### src/design/vm_pkg.sv
package vm_pkg;

  //////////////////////////////
  // widths and depths
  //////////////////////////////

  localparam int word_w      = 16;
  localparam int byte_w      = 8;
  localparam int code_depth  = 256;
  localparam int var_depth   = 256;
  localparam int stack_depth = 256;

  //////////////////////////////
  // opcodes kept from the VM
  //////////////////////////////

  localparam logic [byte_w-1:0] op_mov_const   = 8'h00;
  localparam logic [byte_w-1:0] op_mov         = 8'h01;
  localparam logic [byte_w-1:0] op_add         = 8'h02;
  localparam logic [byte_w-1:0] op_add_const   = 8'h03;
  localparam logic [byte_w-1:0] op_call        = 8'h04;
  localparam logic [byte_w-1:0] op_ret         = 8'h05;
  localparam logic [byte_w-1:0] op_jmp         = 8'h07;
  localparam logic [byte_w-1:0] op_djnz        = 8'h09;
  localparam logic [byte_w-1:0] op_cond_jmp    = 8'h0A;
  localparam logic [byte_w-1:0] op_kill_thread = 8'h11;
  localparam logic [byte_w-1:0] op_sub         = 8'h13;
  localparam logic [byte_w-1:0] op_and         = 8'h14;
  localparam logic [byte_w-1:0] op_or          = 8'h15;
  localparam logic [byte_w-1:0] op_shl         = 8'h16;
  localparam logic [byte_w-1:0] op_shr         = 8'h17;

  // condJmp subop layout, low three bits carry the condition
  localparam int subop_var_bit  = 7;
  localparam int subop_wide_bit = 6;

  typedef enum logic [2:0] {
    pass_b, add, sub, and_op, or_op, shl, shr, dec
  } alu_op_t;

  // codes 6 and 7 have no name and never branch
  typedef enum logic [2:0] {
    jz, jnz, jg, jge, jl, jle
  } cond_t;

  //////////////////////////////
  // port bundles
  //////////////////////////////

  typedef struct packed {
    logic              en;
    logic [byte_w-1:0] addr;
    logic [byte_w-1:0] data;
  } prog_wr_t;

  typedef struct packed {
    logic              req;
    logic [word_w-1:0] start_pc;
  } run_cmd_t;

  typedef struct packed {
    alu_op_t           op;
    logic [word_w-1:0] a;
    logic [word_w-1:0] b;
  } alu_req_t;

  typedef struct packed {
    logic              is_djnz;
    cond_t             cond;
    logic [word_w-1:0] lhs;
    logic [word_w-1:0] rhs;
  } cmp_req_t;

  typedef struct packed {
    logic              en;
    logic [byte_w-1:0] idx;
    logic [word_w-1:0] data;
  } var_wr_t;

endpackage

### src/design/vm_sequencer.sv
module vm_sequencer (
  input  logic                      clk,
  input  logic                      reset,
  input  vm_pkg::run_cmd_t          run_cmd,
  output logic                      run_ack,
  output logic [vm_pkg::word_w-1:0] fetch_addr,
  input  logic [vm_pkg::byte_w-1:0] fetch_data,
  output vm_pkg::alu_req_t          alu_req,
  input  logic [vm_pkg::word_w-1:0] alu_result,
  output vm_pkg::cmp_req_t          cmp_req,
  input  logic                      taken,
  output logic [vm_pkg::byte_w-1:0] rd_idx_a,
  output logic [vm_pkg::byte_w-1:0] rd_idx_b,
  input  logic [vm_pkg::word_w-1:0] rd_data_a,
  input  logic [vm_pkg::word_w-1:0] rd_data_b,
  output vm_pkg::var_wr_t           var_wr,
  output logic                      push,
  output logic                      pop,
  output logic [vm_pkg::word_w-1:0] push_data,
  input  logic [vm_pkg::word_w-1:0] stack_top
);

  typedef enum logic [2:0] {st_idle, st_opcode, st_operand, st_execute, st_done} state_t;

  state_t                      state;
  logic [vm_pkg::word_w-1:0]   pc;
  logic [vm_pkg::byte_w-1:0]   opcode_r;
  logic [vm_pkg::byte_w-1:0]   subop;
  logic [6*vm_pkg::byte_w-1:0] ops;
  logic [2:0]                  op_cnt;
  logic [2:0]                  need;
  logic                        cj_wide;
  logic [vm_pkg::byte_w-1:0]   cj_src;
  logic [vm_pkg::byte_w-1:0]   dst_idx;
  logic [vm_pkg::word_w-1:0]   target;
  logic [vm_pkg::word_w-1:0]   next_pc;
  logic                        wr_en;

  // operand bytes following each opcode, unknown opcodes take none
  function automatic logic [2:0] op_bytes(input logic [7:0] op, input logic [7:0] sub);
    logic [2:0] n;
    case (op)
      vm_pkg::op_mov_const, vm_pkg::op_shl, vm_pkg::op_shr, vm_pkg::op_djnz: n = 3'd3;
      vm_pkg::op_mov, vm_pkg::op_add, vm_pkg::op_add_const, vm_pkg::op_sub,
      vm_pkg::op_and, vm_pkg::op_or, vm_pkg::op_jmp, vm_pkg::op_call: n = 3'd2;
      vm_pkg::op_cond_jmp: begin
        n = (sub[vm_pkg::subop_wide_bit] && !sub[vm_pkg::subop_var_bit]) ? 3'd6 : 3'd5;
      end
      default: n = 3'd0;
    endcase
    return n;
  endfunction

  // subop is stale while the first condJmp byte is read, harmless since need is 5 or 6
  assign need = op_bytes(opcode_r, subop);

  //////////////////////////////
  // state machine and pc
  //////////////////////////////

  always_ff @(posedge clk) begin
    if (!reset) begin
      state   <= st_idle;
      pc      <= '0;
      op_cnt  <= '0;
      run_ack <= 1'b0;
    end else begin
      case (state)
        st_idle: begin
          if (run_cmd.req) begin
            pc    <= run_cmd.start_pc;
            state <= st_opcode;
          end
        end
        st_opcode: begin
          pc     <= pc + 16'd1;
          op_cnt <= '0;
          state  <= (op_bytes(fetch_data, subop) == 3'd0) ? st_execute : st_operand;
        end
        st_operand: begin
          pc     <= pc + 16'd1;
          op_cnt <= op_cnt + 3'd1;
          if (op_cnt + 3'd1 == need)
            state <= st_execute;
        end
        st_execute: begin
          pc <= next_pc;
          if (opcode_r == vm_pkg::op_kill_thread) begin
            run_ack <= 1'b1;
            state   <= st_done;
          end else begin
            state <= st_opcode;
          end
        end
        // hold the ack until the host lets go of req
        st_done: begin
          if (!run_cmd.req) begin
            run_ack <= 1'b0;
            state   <= st_idle;
          end
        end
        default: state <= st_idle;
      endcase
    end
  end

  always_ff @(posedge clk) begin
    if (state == st_opcode)
      opcode_r <= fetch_data;
    if (state == st_operand) begin
      ops <= {ops[5*vm_pkg::byte_w-1:0], fetch_data};
      if (op_cnt == 3'd0)
        subop <= fetch_data;
    end
  end

  //////////////////////////////
  // operand field decode
  //////////////////////////////

  // bytes shift in at the bottom, so the last two are always the target
  assign target  = ops[15:0];
  assign cj_wide = subop[vm_pkg::subop_wide_bit] && !subop[vm_pkg::subop_var_bit];
  assign cj_src  = cj_wide ? ops[39:32] : ops[31:24];

  always_comb begin
    case (opcode_r)
      vm_pkg::op_mov_const, vm_pkg::op_shl, vm_pkg::op_shr, vm_pkg::op_djnz: begin
        dst_idx = ops[23:16];
      end
      default: dst_idx = ops[15:8];
    endcase
  end

  assign rd_idx_a = (opcode_r == vm_pkg::op_cond_jmp) ? cj_src : dst_idx;
  assign rd_idx_b = (opcode_r == vm_pkg::op_cond_jmp) ? ops[23:16] : ops[7:0];

  // data path requests
  always_comb begin
    alu_req.op = vm_pkg::pass_b;
    alu_req.a  = rd_data_a;
    alu_req.b  = rd_data_b;
    wr_en      = 1'b1;
    case (opcode_r)
      vm_pkg::op_mov_const: alu_req.b = ops[15:0];
      vm_pkg::op_mov:       alu_req.op = vm_pkg::pass_b;
      vm_pkg::op_add:       alu_req.op = vm_pkg::add;
      vm_pkg::op_add_const: begin
        alu_req.op = vm_pkg::add;
        alu_req.b  = {8'h00, ops[7:0]};
      end
      vm_pkg::op_sub:       alu_req.op = vm_pkg::sub;
      vm_pkg::op_and:       alu_req.op = vm_pkg::and_op;
      vm_pkg::op_or:        alu_req.op = vm_pkg::or_op;
      vm_pkg::op_shl: begin
        alu_req.op = vm_pkg::shl;
        alu_req.b  = ops[15:0];
      end
      vm_pkg::op_shr: begin
        alu_req.op = vm_pkg::shr;
        alu_req.b  = ops[15:0];
      end
      vm_pkg::op_djnz:      alu_req.op = vm_pkg::dec;
      default:              wr_en = 1'b0;
    endcase
  end

  assign var_wr.en   = (state == st_execute) && wr_en;
  assign var_wr.idx  = dst_idx;
  assign var_wr.data = alu_result;

  assign cmp_req.is_djnz = (opcode_r == vm_pkg::op_djnz);
  assign cmp_req.cond    = vm_pkg::cond_t'(subop[2:0]);
  assign cmp_req.lhs     = rd_data_a;
  assign cmp_req.rhs     = subop[vm_pkg::subop_var_bit] ? rd_data_b :
                           cj_wide ? ops[31:16] : {8'h00, ops[23:16]};

  // pc has already moved past the operands, which is also the return address
  always_comb begin
    case (opcode_r)
      vm_pkg::op_jmp, vm_pkg::op_call:     next_pc = target;
      vm_pkg::op_djnz, vm_pkg::op_cond_jmp: next_pc = taken ? target : pc;
      vm_pkg::op_ret:                       next_pc = stack_top;
      default:                              next_pc = pc;
    endcase
  end

  assign push       = (state == st_execute) && (opcode_r == vm_pkg::op_call);
  assign pop        = (state == st_execute) && (opcode_r == vm_pkg::op_ret);
  assign push_data  = pc;
  assign fetch_addr = pc;

endmodule

### config.mk
export PLATFORM = sky130hd
export DESIGN_NAME = vm_sequencer
export DESIGN_NICKNAME = d
export VERILOG_FILES = /design/src/design/vm_pkg.sv /design/src/design/vm_sequencer.sv
export SDC_FILE = /design/constraint.sdc
export NUM_CORES = 1
export LEC_CHECK = 0
export ABC_CLOCK_PERIOD_IN_PS = 3850
export BUFFER_PORTS_ARGS = -buffer_cell sky130_fd_sc_hd__buf_4
export CAP_MARGIN = 15
export CELL_PAD_IN_SITES_DETAIL_PLACEMENT = 0
export CELL_PAD_IN_SITES_GLOBAL_PLACEMENT = 2
export CORE_MARGIN = 2
export CORE_UTILIZATION = 28
export CTS_BUF_LIST = sky130_fd_sc_hd__clkbuf_4 sky130_fd_sc_hd__clkbuf_8
export CTS_CLUSTER_DIAMETER = 50
export DETAILED_ROUTE_END_ITERATION = 6
export GPL_TIMING_DRIVEN = 0
export PLACE_DENSITY = 0.8
export SLEW_MARGIN = 20
export SYNTH_ARGS = -nofsm -noshare
export SYNTH_HDL_FRONTEND = slang
export SYNTH_SLANG_ARGS = --single-unit
### constraint.sdc
create_clock -name clk -period 3.85 [get_ports clk]
set_input_delay 0.385 -clock clk [delete_from_list [all_inputs] [get_ports clk]]
set_output_delay 0.385 -clock clk [all_outputs]
set_load 0.02 [all_outputs]
; After elaboration in Yosys (flattened, before gate mapping)
; Index checks and enable logic that the tools add are counted.
[totals]
reg_bits = 79
input_bits = 92
output_inout_bits = 147
elab_cells = 101
[op_classes]
add_sub_neg = 2
eq_ne = 37
muxes = 28
n_reduce_logical = 27
[ops]
columns = cell, n
row1 = $pmux 16 s3, 2
row2 = $eq 8x5->1 const B, 11
row3 = $mux 16, 4
row4 = $eq 8x3->1 const B, 5
row5 = $eq 8x2->1 const B, 4
row6 = $eq 8x4->1 const B, 4
row7 = $mux 8, 4
row8 = $pmux 16 s2, 1
row9 = $pmux 3 s7, 1
row10 = $mux 3, 6
row11 = $pmux 3 s3, 2
row12 = $add 16x1->16 const B, 1
row13 = $eq 8x1->1 const B, 2
row14 = $logic_not 8->1, 2
row15 = $reduce_or 8->1, 2
row16 = $pmux 3 s5, 1
row17 = $reduce_or 10->1, 1
row18 = $logic_not 3->1, 3
row19 = $ne 2x2->1 const B, 4
row20 = $reduce_or 2->1, 4
row21 = $reduce_or 4->1, 2
row22 = $eq 3x2->1 const B, 2
row23 = $pmux 3 s2, 1
row24 = $reduce_and 3->1, 2
row25 = 16 further kinds, 23

; Longest topological paths before layout
; Gate-level depths: netlist of run 1.
[logic_depth]
ltp_word = 9
depth_mapped = 8
ltp_nobuf = 6

; Least setup slack after synthesis of run 1
; OpenSTA, ideal clock, no wires.
[synth_timing]
kind = reg2reg
start = register state[0]
end = register pc (netlist bit fetch_addr[13])
setup_time_ns = 0.061
arrival_ns = 2.585
slack_ns = 1.205
stages_incl_launch_ff = 7
n_path_buf = 0
cell_sequence = dfxtp_1 > or3b_1 > inv_1 > nor2_1 > or4_1 > o211ai_1 > a32o_1
[synth_between]
elab_chain_cells = 4
word_cells_on_any_way = 11
classes_between = eq/ne (6) / mux (1) / reduce/logical (4)
[synth_rtl]
columns = item, line
row1 = from (decl), vm_sequencer.sv:25  ; state_t state;
row2 = from (signal assigned), vm_sequencer.sv:63  ; state <= st_idle;
row3 = from (signal assigned), vm_sequencer.sv:72  ; state <= st_opcode;
row4 = from (signal assigned), vm_sequencer.sv:78  ; state <= (op_bytes(fetch_data, subop) == 3'd0) ? st_execute : st_operand;
row5 = $eq 3x1->1 / $eq 3x2->1 (equally long branches), vm_sequencer.sv:68  ; case (state)
row6 = $reduce_or 2->1 (no source line), -
row7 = $reduce_bool 3->1 (no source line), -
row8 = $reduce_and 4->1 (no source line), -
row9 = to (signal assigned), vm_sequencer.sv:71  ; pc <= run_cmd.start_pc;
row10 = to (signal assigned), vm_sequencer.sv:76  ; pc <= pc + 16'd1;
row11 = to (signal assigned), vm_sequencer.sv:81  ; pc <= pc + 16'd1;
row12 = to (decl), vm_sequencer.sv:26  ; logic [vm_pkg::word_w-1:0] pc;
; Several ways; a longest one is shown, not always the timed one.
; A chain may end at the register's enable or synchronous reset.

==> run_results.csv, run 1 <==
group,metric,value,unit
outcome,outcome,"finished, final reports clean",
setup_path,worst_setup_path_start_kind,"flop",
final_layout,area_growth,39.6,%
timing,slew_headroom,28.6,%
floorplan,coreArea,18000,µm²
yosys,synth_top_area_share,31.0,%
pwr,vdd_drop_max,0.157,mV
yosys,netlist_instances,502,
floorplan,fp-row-count,49,
setup_path,worstSetupPathType,"reg2out",
final_layout,regArea,2050,µm²
detailed_routing,via_per_inst,5.07,
final_layout,layout-drive-gt1-share,50.7,%
cts,cts_resized,0,
yosys,yosys.area.top_type,"edfxtp_1",
pwr,p_seq_share,41.0,%
timing,min_period_over_period,88.9,%
yosys,ys_seq_elements,76,
global_routing,grt_pass1_wl,27.0,mm
global_routing,use_met1,24.1,%
timing,drv_slew,0,
global_routing,grt_overflow,0,
detailed_routing,wl_per_cell,18.8,µm
yosys,synth_edf_count,53,
global_routing,grtUsageMet3,2.86,%
final_layout,fin_nets,814,
timing,max_freq,0.292,GHz
placement,hpwl,14.1,mm
pwr,power.share.clock,21.8,%
cts,hold_buffers,0,
setup_path,crit_fanout,10,
floorplan,dieHeight,139,µm
setup_path,end_kind,"output port",
yosys,yosysMostFrequentCell,"buf_4",
global_routing,track_usage,17.7,%
floorplan,die_w,139,µm
timing,period_minus_slack,3420,ps
final_layout,multi_input_area,2400,µm²
cts,clock_latency,360,ps
timing,worst_slew_pin_slew,1070,ps
floorplan,io_pins,239,
setup_path,cp.required,3460,ps
placement,place_ws,809,ps
timing,finalClockSkew,13.9,ps
detailed_routing,dr.first_iter.drc_count,365,
yosys,synth_common_cells,"67 x buf_4, 53 x edfxtp_1, 50 x mux2_2",
cts,root_buffer,"clkbuf_8",
cts,path_clk_slew,80,ps
yosys,synth.area.top_cells,"edfxtp_1 31%, mux2_2 11%, buf_4 9.8%",
setup_path,crit_arrival,3040,ps
timing,hold_viol,0,
cts,clk_path_buf_depth,2,
cts,post_cts_buffers,0,
global_routing,grt_pass1_vias,4683,
global_routing,met2_usage,29.6,%
min_path,min_path_type,"in2reg",
floorplan,dieArea,19400,µm²
detailed_routing,drc,0,
yosys,dominantRegCellSynth,"edfxtp_1",
timing,setup_viol_count_final,0,
yosys,yosysUniqueCellTypes,67,
pwr,p_leak,2.93,nW
detailed_routing,final_antenna_net_count,0,
cts,cts_tree,"done",
timing,setup_ws,426,ps
yosys,synth-async-reset-ratio,0,%
cts,htreeDepth,3,
timing,rsz0062_at_grt,"no",
detailed_routing,drt-pass1-iter-count,5,
global_routing,grt_max_degree,39,
pwr,p_per_area,366,nW/µm²
detailed_routing,vias,4834,
floorplan,floorplan.initialDensity,28.6,%
placement,io_buffers,205,
placement,globalplace.congestion,0.889,
yosys,netlist_area,5130,µm²
pwr,power_switching,0.960,mW
pwr,switching_share,36.6,%
cts,numCtsBuffers,9,
timing,setup_tns,0,ps
final_layout,n_antenna_cell,0,
pwr,pwr-share-comb,37.2,%
yosys,yosysWarnings,0,
cts,cts.sinks,76,
pwr,internal_power,1.66,mW
final_layout,nFillCells,1825,
global_routing,gr-max-usage-layer,"met2",
yosys,synth_fp_nets,597,
global_routing,antenna_found_initial,0,
detailed_routing,wl,17.9,mm
run,maxCapViolCount,0,
yosys,yosysSeqAreaShare,40.0,%
yosys,avgSynthCellArea,10.2,µm²
registers in the layout, summed over array words and instances (netlist names):
register	count
op_cnt	3
opcode_r	8
subop	5
run_ack	1
state	3
fetch_addr	16
ops	40
worst max-delay path, cell delays in order, from the launching register on:
cell      delay (ps)
edfxtp_1         360
clkbuf_1         210
buf_2            230
a21bo_2          210
a21o_1           110
clkbuf_1         470
clkbuf_1         520
mux2_2           410
buf_4            160
cell type report:
type                    instances  share of cell area, %
plain buffers                 103                   9.14
clock buffers                   9                   1.73
clock inverters                 7                  0.786
inverters                       7                  0.367
multi-input cells             316                   33.6
flip-flops and latches         76                   28.7
well taps                     229                   4.00
repair buffers                206                   21.8
metal layers:
layer / share of wire, % / up-vias
li1: - / 2266
met1: 44 / 2334
met2: 48 / 221
met3: 6.9 / 13
met4: 0.98 / 0
met5: 0 / -
metrics by stage:
step | hold slack, ps | std cells | instance area, µm² | util, % | power (mW)
after global routing | 223 | 953 | 7160 | 39.9 | 2.77
after detailed placement | 472 | 937 | 6980 | 38.9 | 2.07
after floorplan | 447 | 502 | 5130 | - | 1.66
final | 248 | 953 | 7160 | 39.9 | 2.62
after CTS | 228 | 953 | 7160 | 39.9 | 2.64
after global placement | 458 | 936 | 6960 | 38.7 | 2.06
power groups by stage:
| stage | logic (mW) | registers [mW] | clock network (mW) |
|---|---|---|---|
| global route | 1.05 | 1.09 | 0.625 |
| global placement | 0.967 | 1.09 | 0 |
| floorplan | 0.569 | 1.09 | 0 |
| CTS | 0.980 | 1.08 | 0.588 |
| finish | 0.976 | 1.08 | 0.571 |
| detailed placement | 0.977 | 1.09 | 0 |
cell families after synthesis:
| group | synth area share [%] |
|---|---|
| compound gates | 15.6 |
| xor+xnor | 2.05 |
| fa+ha+maj | 0.732 |
| buf+inv | 13.3 |
| flops | 40.0 |
| mux | 12.8 |
| simple gates | 15.6 |
path summary, 6_finish.rpt:
| check | slack [ps] | cells past startpoint | start | end |
|---|---|---|---|---|
| worst max-delay path | 430 | 8 | opcode_r[1] | alu_req[5] |
| worst min-delay path | 250 | 1 | fetch_data[5] | ops[5] |
| worst max register to register | 1180 | 6 | opcode_r[4] | fetch_addr[9] |
| worst min register to register | 490 | 0 | ops[27] | ops[35] |
cell usage in the layout (no fill, tap or decap), drive strengths merged, types with 5 or more instances in the layout:
master	Yosys	final
a211oi	6	6
a21oi	19	19
a22o	16	16
a32o	10	10
and3	8	8
buf	76	282
clkbuf	27	36
dfxtp	23	23
edfxtp	53	53
inv	7	11
mux2	51	51
mux2i	8	8
nand2	23	23
nand2b	13	13
nand3	11	11
nand3b	5	5
nor2	24	24
nor3	10	10
nor3b	6	6
o211ai	5	5
o21ai	11	11
o221ai	5	5
o31ai	5	5
or3	6	6
or4	7	7
xnor2	7	7
xor2	5	5
Note: power is estimated with default switching activity, not from simulation.
==> inputs of run 2 (changes only) <==
--- a/config.mk
+++ b/config.mk
@@ -8,15 +8,15 @@
 export ABC_CLOCK_PERIOD_IN_PS = 3850
 export BUFFER_PORTS_ARGS = -buffer_cell sky130_fd_sc_hd__buf_4
 export CAP_MARGIN = 15
-export CELL_PAD_IN_SITES_DETAIL_PLACEMENT = 0
-export CELL_PAD_IN_SITES_GLOBAL_PLACEMENT = 2
+export CELL_PAD_IN_SITES_DETAIL_PLACEMENT = 1
+export CELL_PAD_IN_SITES_GLOBAL_PLACEMENT = 1
 export CORE_MARGIN = 2
-export CORE_UTILIZATION = 28
+export CORE_UTILIZATION = 30
 export CTS_BUF_LIST = sky130_fd_sc_hd__clkbuf_4 sky130_fd_sc_hd__clkbuf_8
 export CTS_CLUSTER_DIAMETER = 50
 export DETAILED_ROUTE_END_ITERATION = 6
 export GPL_TIMING_DRIVEN = 0
-export PLACE_DENSITY = 0.8
+export PLACE_DENSITY = 0.69
 export SLEW_MARGIN = 20
 export SYNTH_ARGS = -nofsm -noshare
 export SYNTH_HDL_FRONTEND = slang
==> run_results.csv, run 2 (synthesis gave the netlist of run 1 again) <==
group,metric,value,unit
floorplan,dieArea,18200,µm²
timing,drv_slew,0,
final_layout,final_util,43.1,%
pwr,pwr-share-comb,36.8,%
pwr,p_leak,2.94,nW
timing,period_minus_slack,3420,ps
global_routing,track_usage,19.9,%
detailed_routing,drt-pass1-iter-count,5,
cts,htreeDepth,3,
pwr,p_per_area,375,nW/µm²
min_path,min_path_type,"in2reg",
final_layout,largest_reg_flops,40,
setup_path,worstSetupPathType,"reg2out",
placement,globalplace.congestion,0.864,
setup_path,cp.required,3460,ps
pwr,vdd_drop_max,0.155,mV
cts,cts_resized,0,
global_routing,antenna_found_initial,0,
timing,rsz0062_at_grt,"no",
floorplan,dieHeight,135,µm
timing,worst_slew_pin_slew,1080,ps
final_layout,n_antenna_cell,0,
cts,numCtsBuffers,9,
global_routing,grt_pass1_wl,27.9,mm
detailed_routing,wl,18.8,mm
final_layout,layout-drive-gt1-share,50.6,%
global_routing,grt_max_degree,26,
cts,clk_path_buf_depth,2,
cts,post_cts_buffers,0,
timing,min_period_over_period,88.8,%
outcome,outcome,"finished, final reports clean",
pwr,switching_share,36.0,%
placement,hpwl,14.8,mm
timing,hold_viol,0,
setup_path,crit_fanout,10,
pwr,internal_power,1.72,mW
cts,hold_buffers,0,
floorplan,fp-row-count,47,
pwr,power_switching,0.968,mW
floorplan,die_w,135,µm
timing,max_freq,0.293,GHz
global_routing,grt_pass1_vias,4939,
final_layout,area_growth,39.8,%
final_layout,regArea,2050,µm²
setup_path,worst_setup_path_start_kind,"flop",
pwr,power.share.clock,23.3,%
pwr,p_seq_share,39.9,%
detailed_routing,drc,0,
placement,place_ws,791,ps
final_layout,fin_nets,814,
detailed_routing,wl_per_cell,19.9,µm
detailed_routing,final_antenna_net_count,0,
floorplan,io_pins,239,
cts,path_clk_slew,80,ps
detailed_routing,dr.first_iter.drc_count,335,
detailed_routing,via_per_inst,5.24,
final_layout,layout_commonest_cell,"buf_4",
cts,cts_tree,"done",
setup_path,end_kind,"output port",
cts,cts.sinks,76,
timing,setup_viol_count_final,0,
cts,root_buffer,"clkbuf_8",
placement,io_buffers,205,
setup_path,crit_arrival,3030,ps
final_layout,multi_input_area,2400,µm²
final_layout,nFillCells,1919,
pwr,power,2.69,mW
global_routing,grt_overflow,0,
timing,finalClockSkew,11.7,ps
final_layout,layout_common_cells,"272 x buf_4, 53 x edfxtp_1, 50 x mux2_2",
final_layout,top_register,"ops",
floorplan,coreArea,16600,µm²
detailed_routing,vias,4943,
timing,setup_ws,432,ps
run,maxCapViolCount,0,
timing,setup_tns,0,ps
floorplan,floorplan.initialDensity,30.8,%
timing,slew_headroom,28.1,%
cts,clock_latency,360,ps
run 2: power groups by stage:
stage	clock network (mW)	registers [mW]	logic, mW
floorplan	0	1.09	0.569
global placement	0	1.09	0.960
detailed placement	0	1.09	0.992
CTS	0.639	1.07	0.996
global route	0.659	1.09	1.06
finish	0.628	1.07	0.991
run 2: metrics by stage:
stage	std cells	instance area (µm²)	hold slack, ps
after floorplan	502	5130	447
after global placement	927	6950	459
after detailed placement	928	6980	479
after CTS	944	7180	217
after global routing	944	7180	228
final	944	7180	238
run 2: final cells by class:
class                      count  share of cell area [%]
tap                          220                    3.84
multi-input combinational    316                    33.5
timing repair buffer         206                    21.8
inverter                       7                   0.366
buffer                       103                    9.12
clock buffer                   9                    1.73
sequential                    76                    28.6
clock inverter                 7                    1.03
run 2: per-layer routing:
layer	part of all wire [%]	routed length (µm)	GRT usage (%)
met3	7.7	1450	3.90
met5	0	0	0
met1	42	7920	24.7
met4	1.2	231	5.32
met2	49	9220	35.4
run 2: path summary, 6_finish.rpt:
| check | start | endpoint | slack, ps | cells past startpoint |
|---|---|---|---|---|
| max | subop[7] | rd_idx_a[6] | 430 | 7 |
| min | fetch_data[3] | ops[3] | 240 | 1 |
| max reg2reg | state[0] | fetch_addr[11] | 1160 | 7 |
| min reg2reg | ops[27] | ops[35] | 500 | 0 |
run 2: critical path: stages, from the launching register on:
cell and delay [ps]:
edfxtp_1 360, clkbuf_1 280, nor2b_1 180, clkbuf_1 500, clkbuf_1 550, mux2_2 400
mux2_2 260, buf_4 160
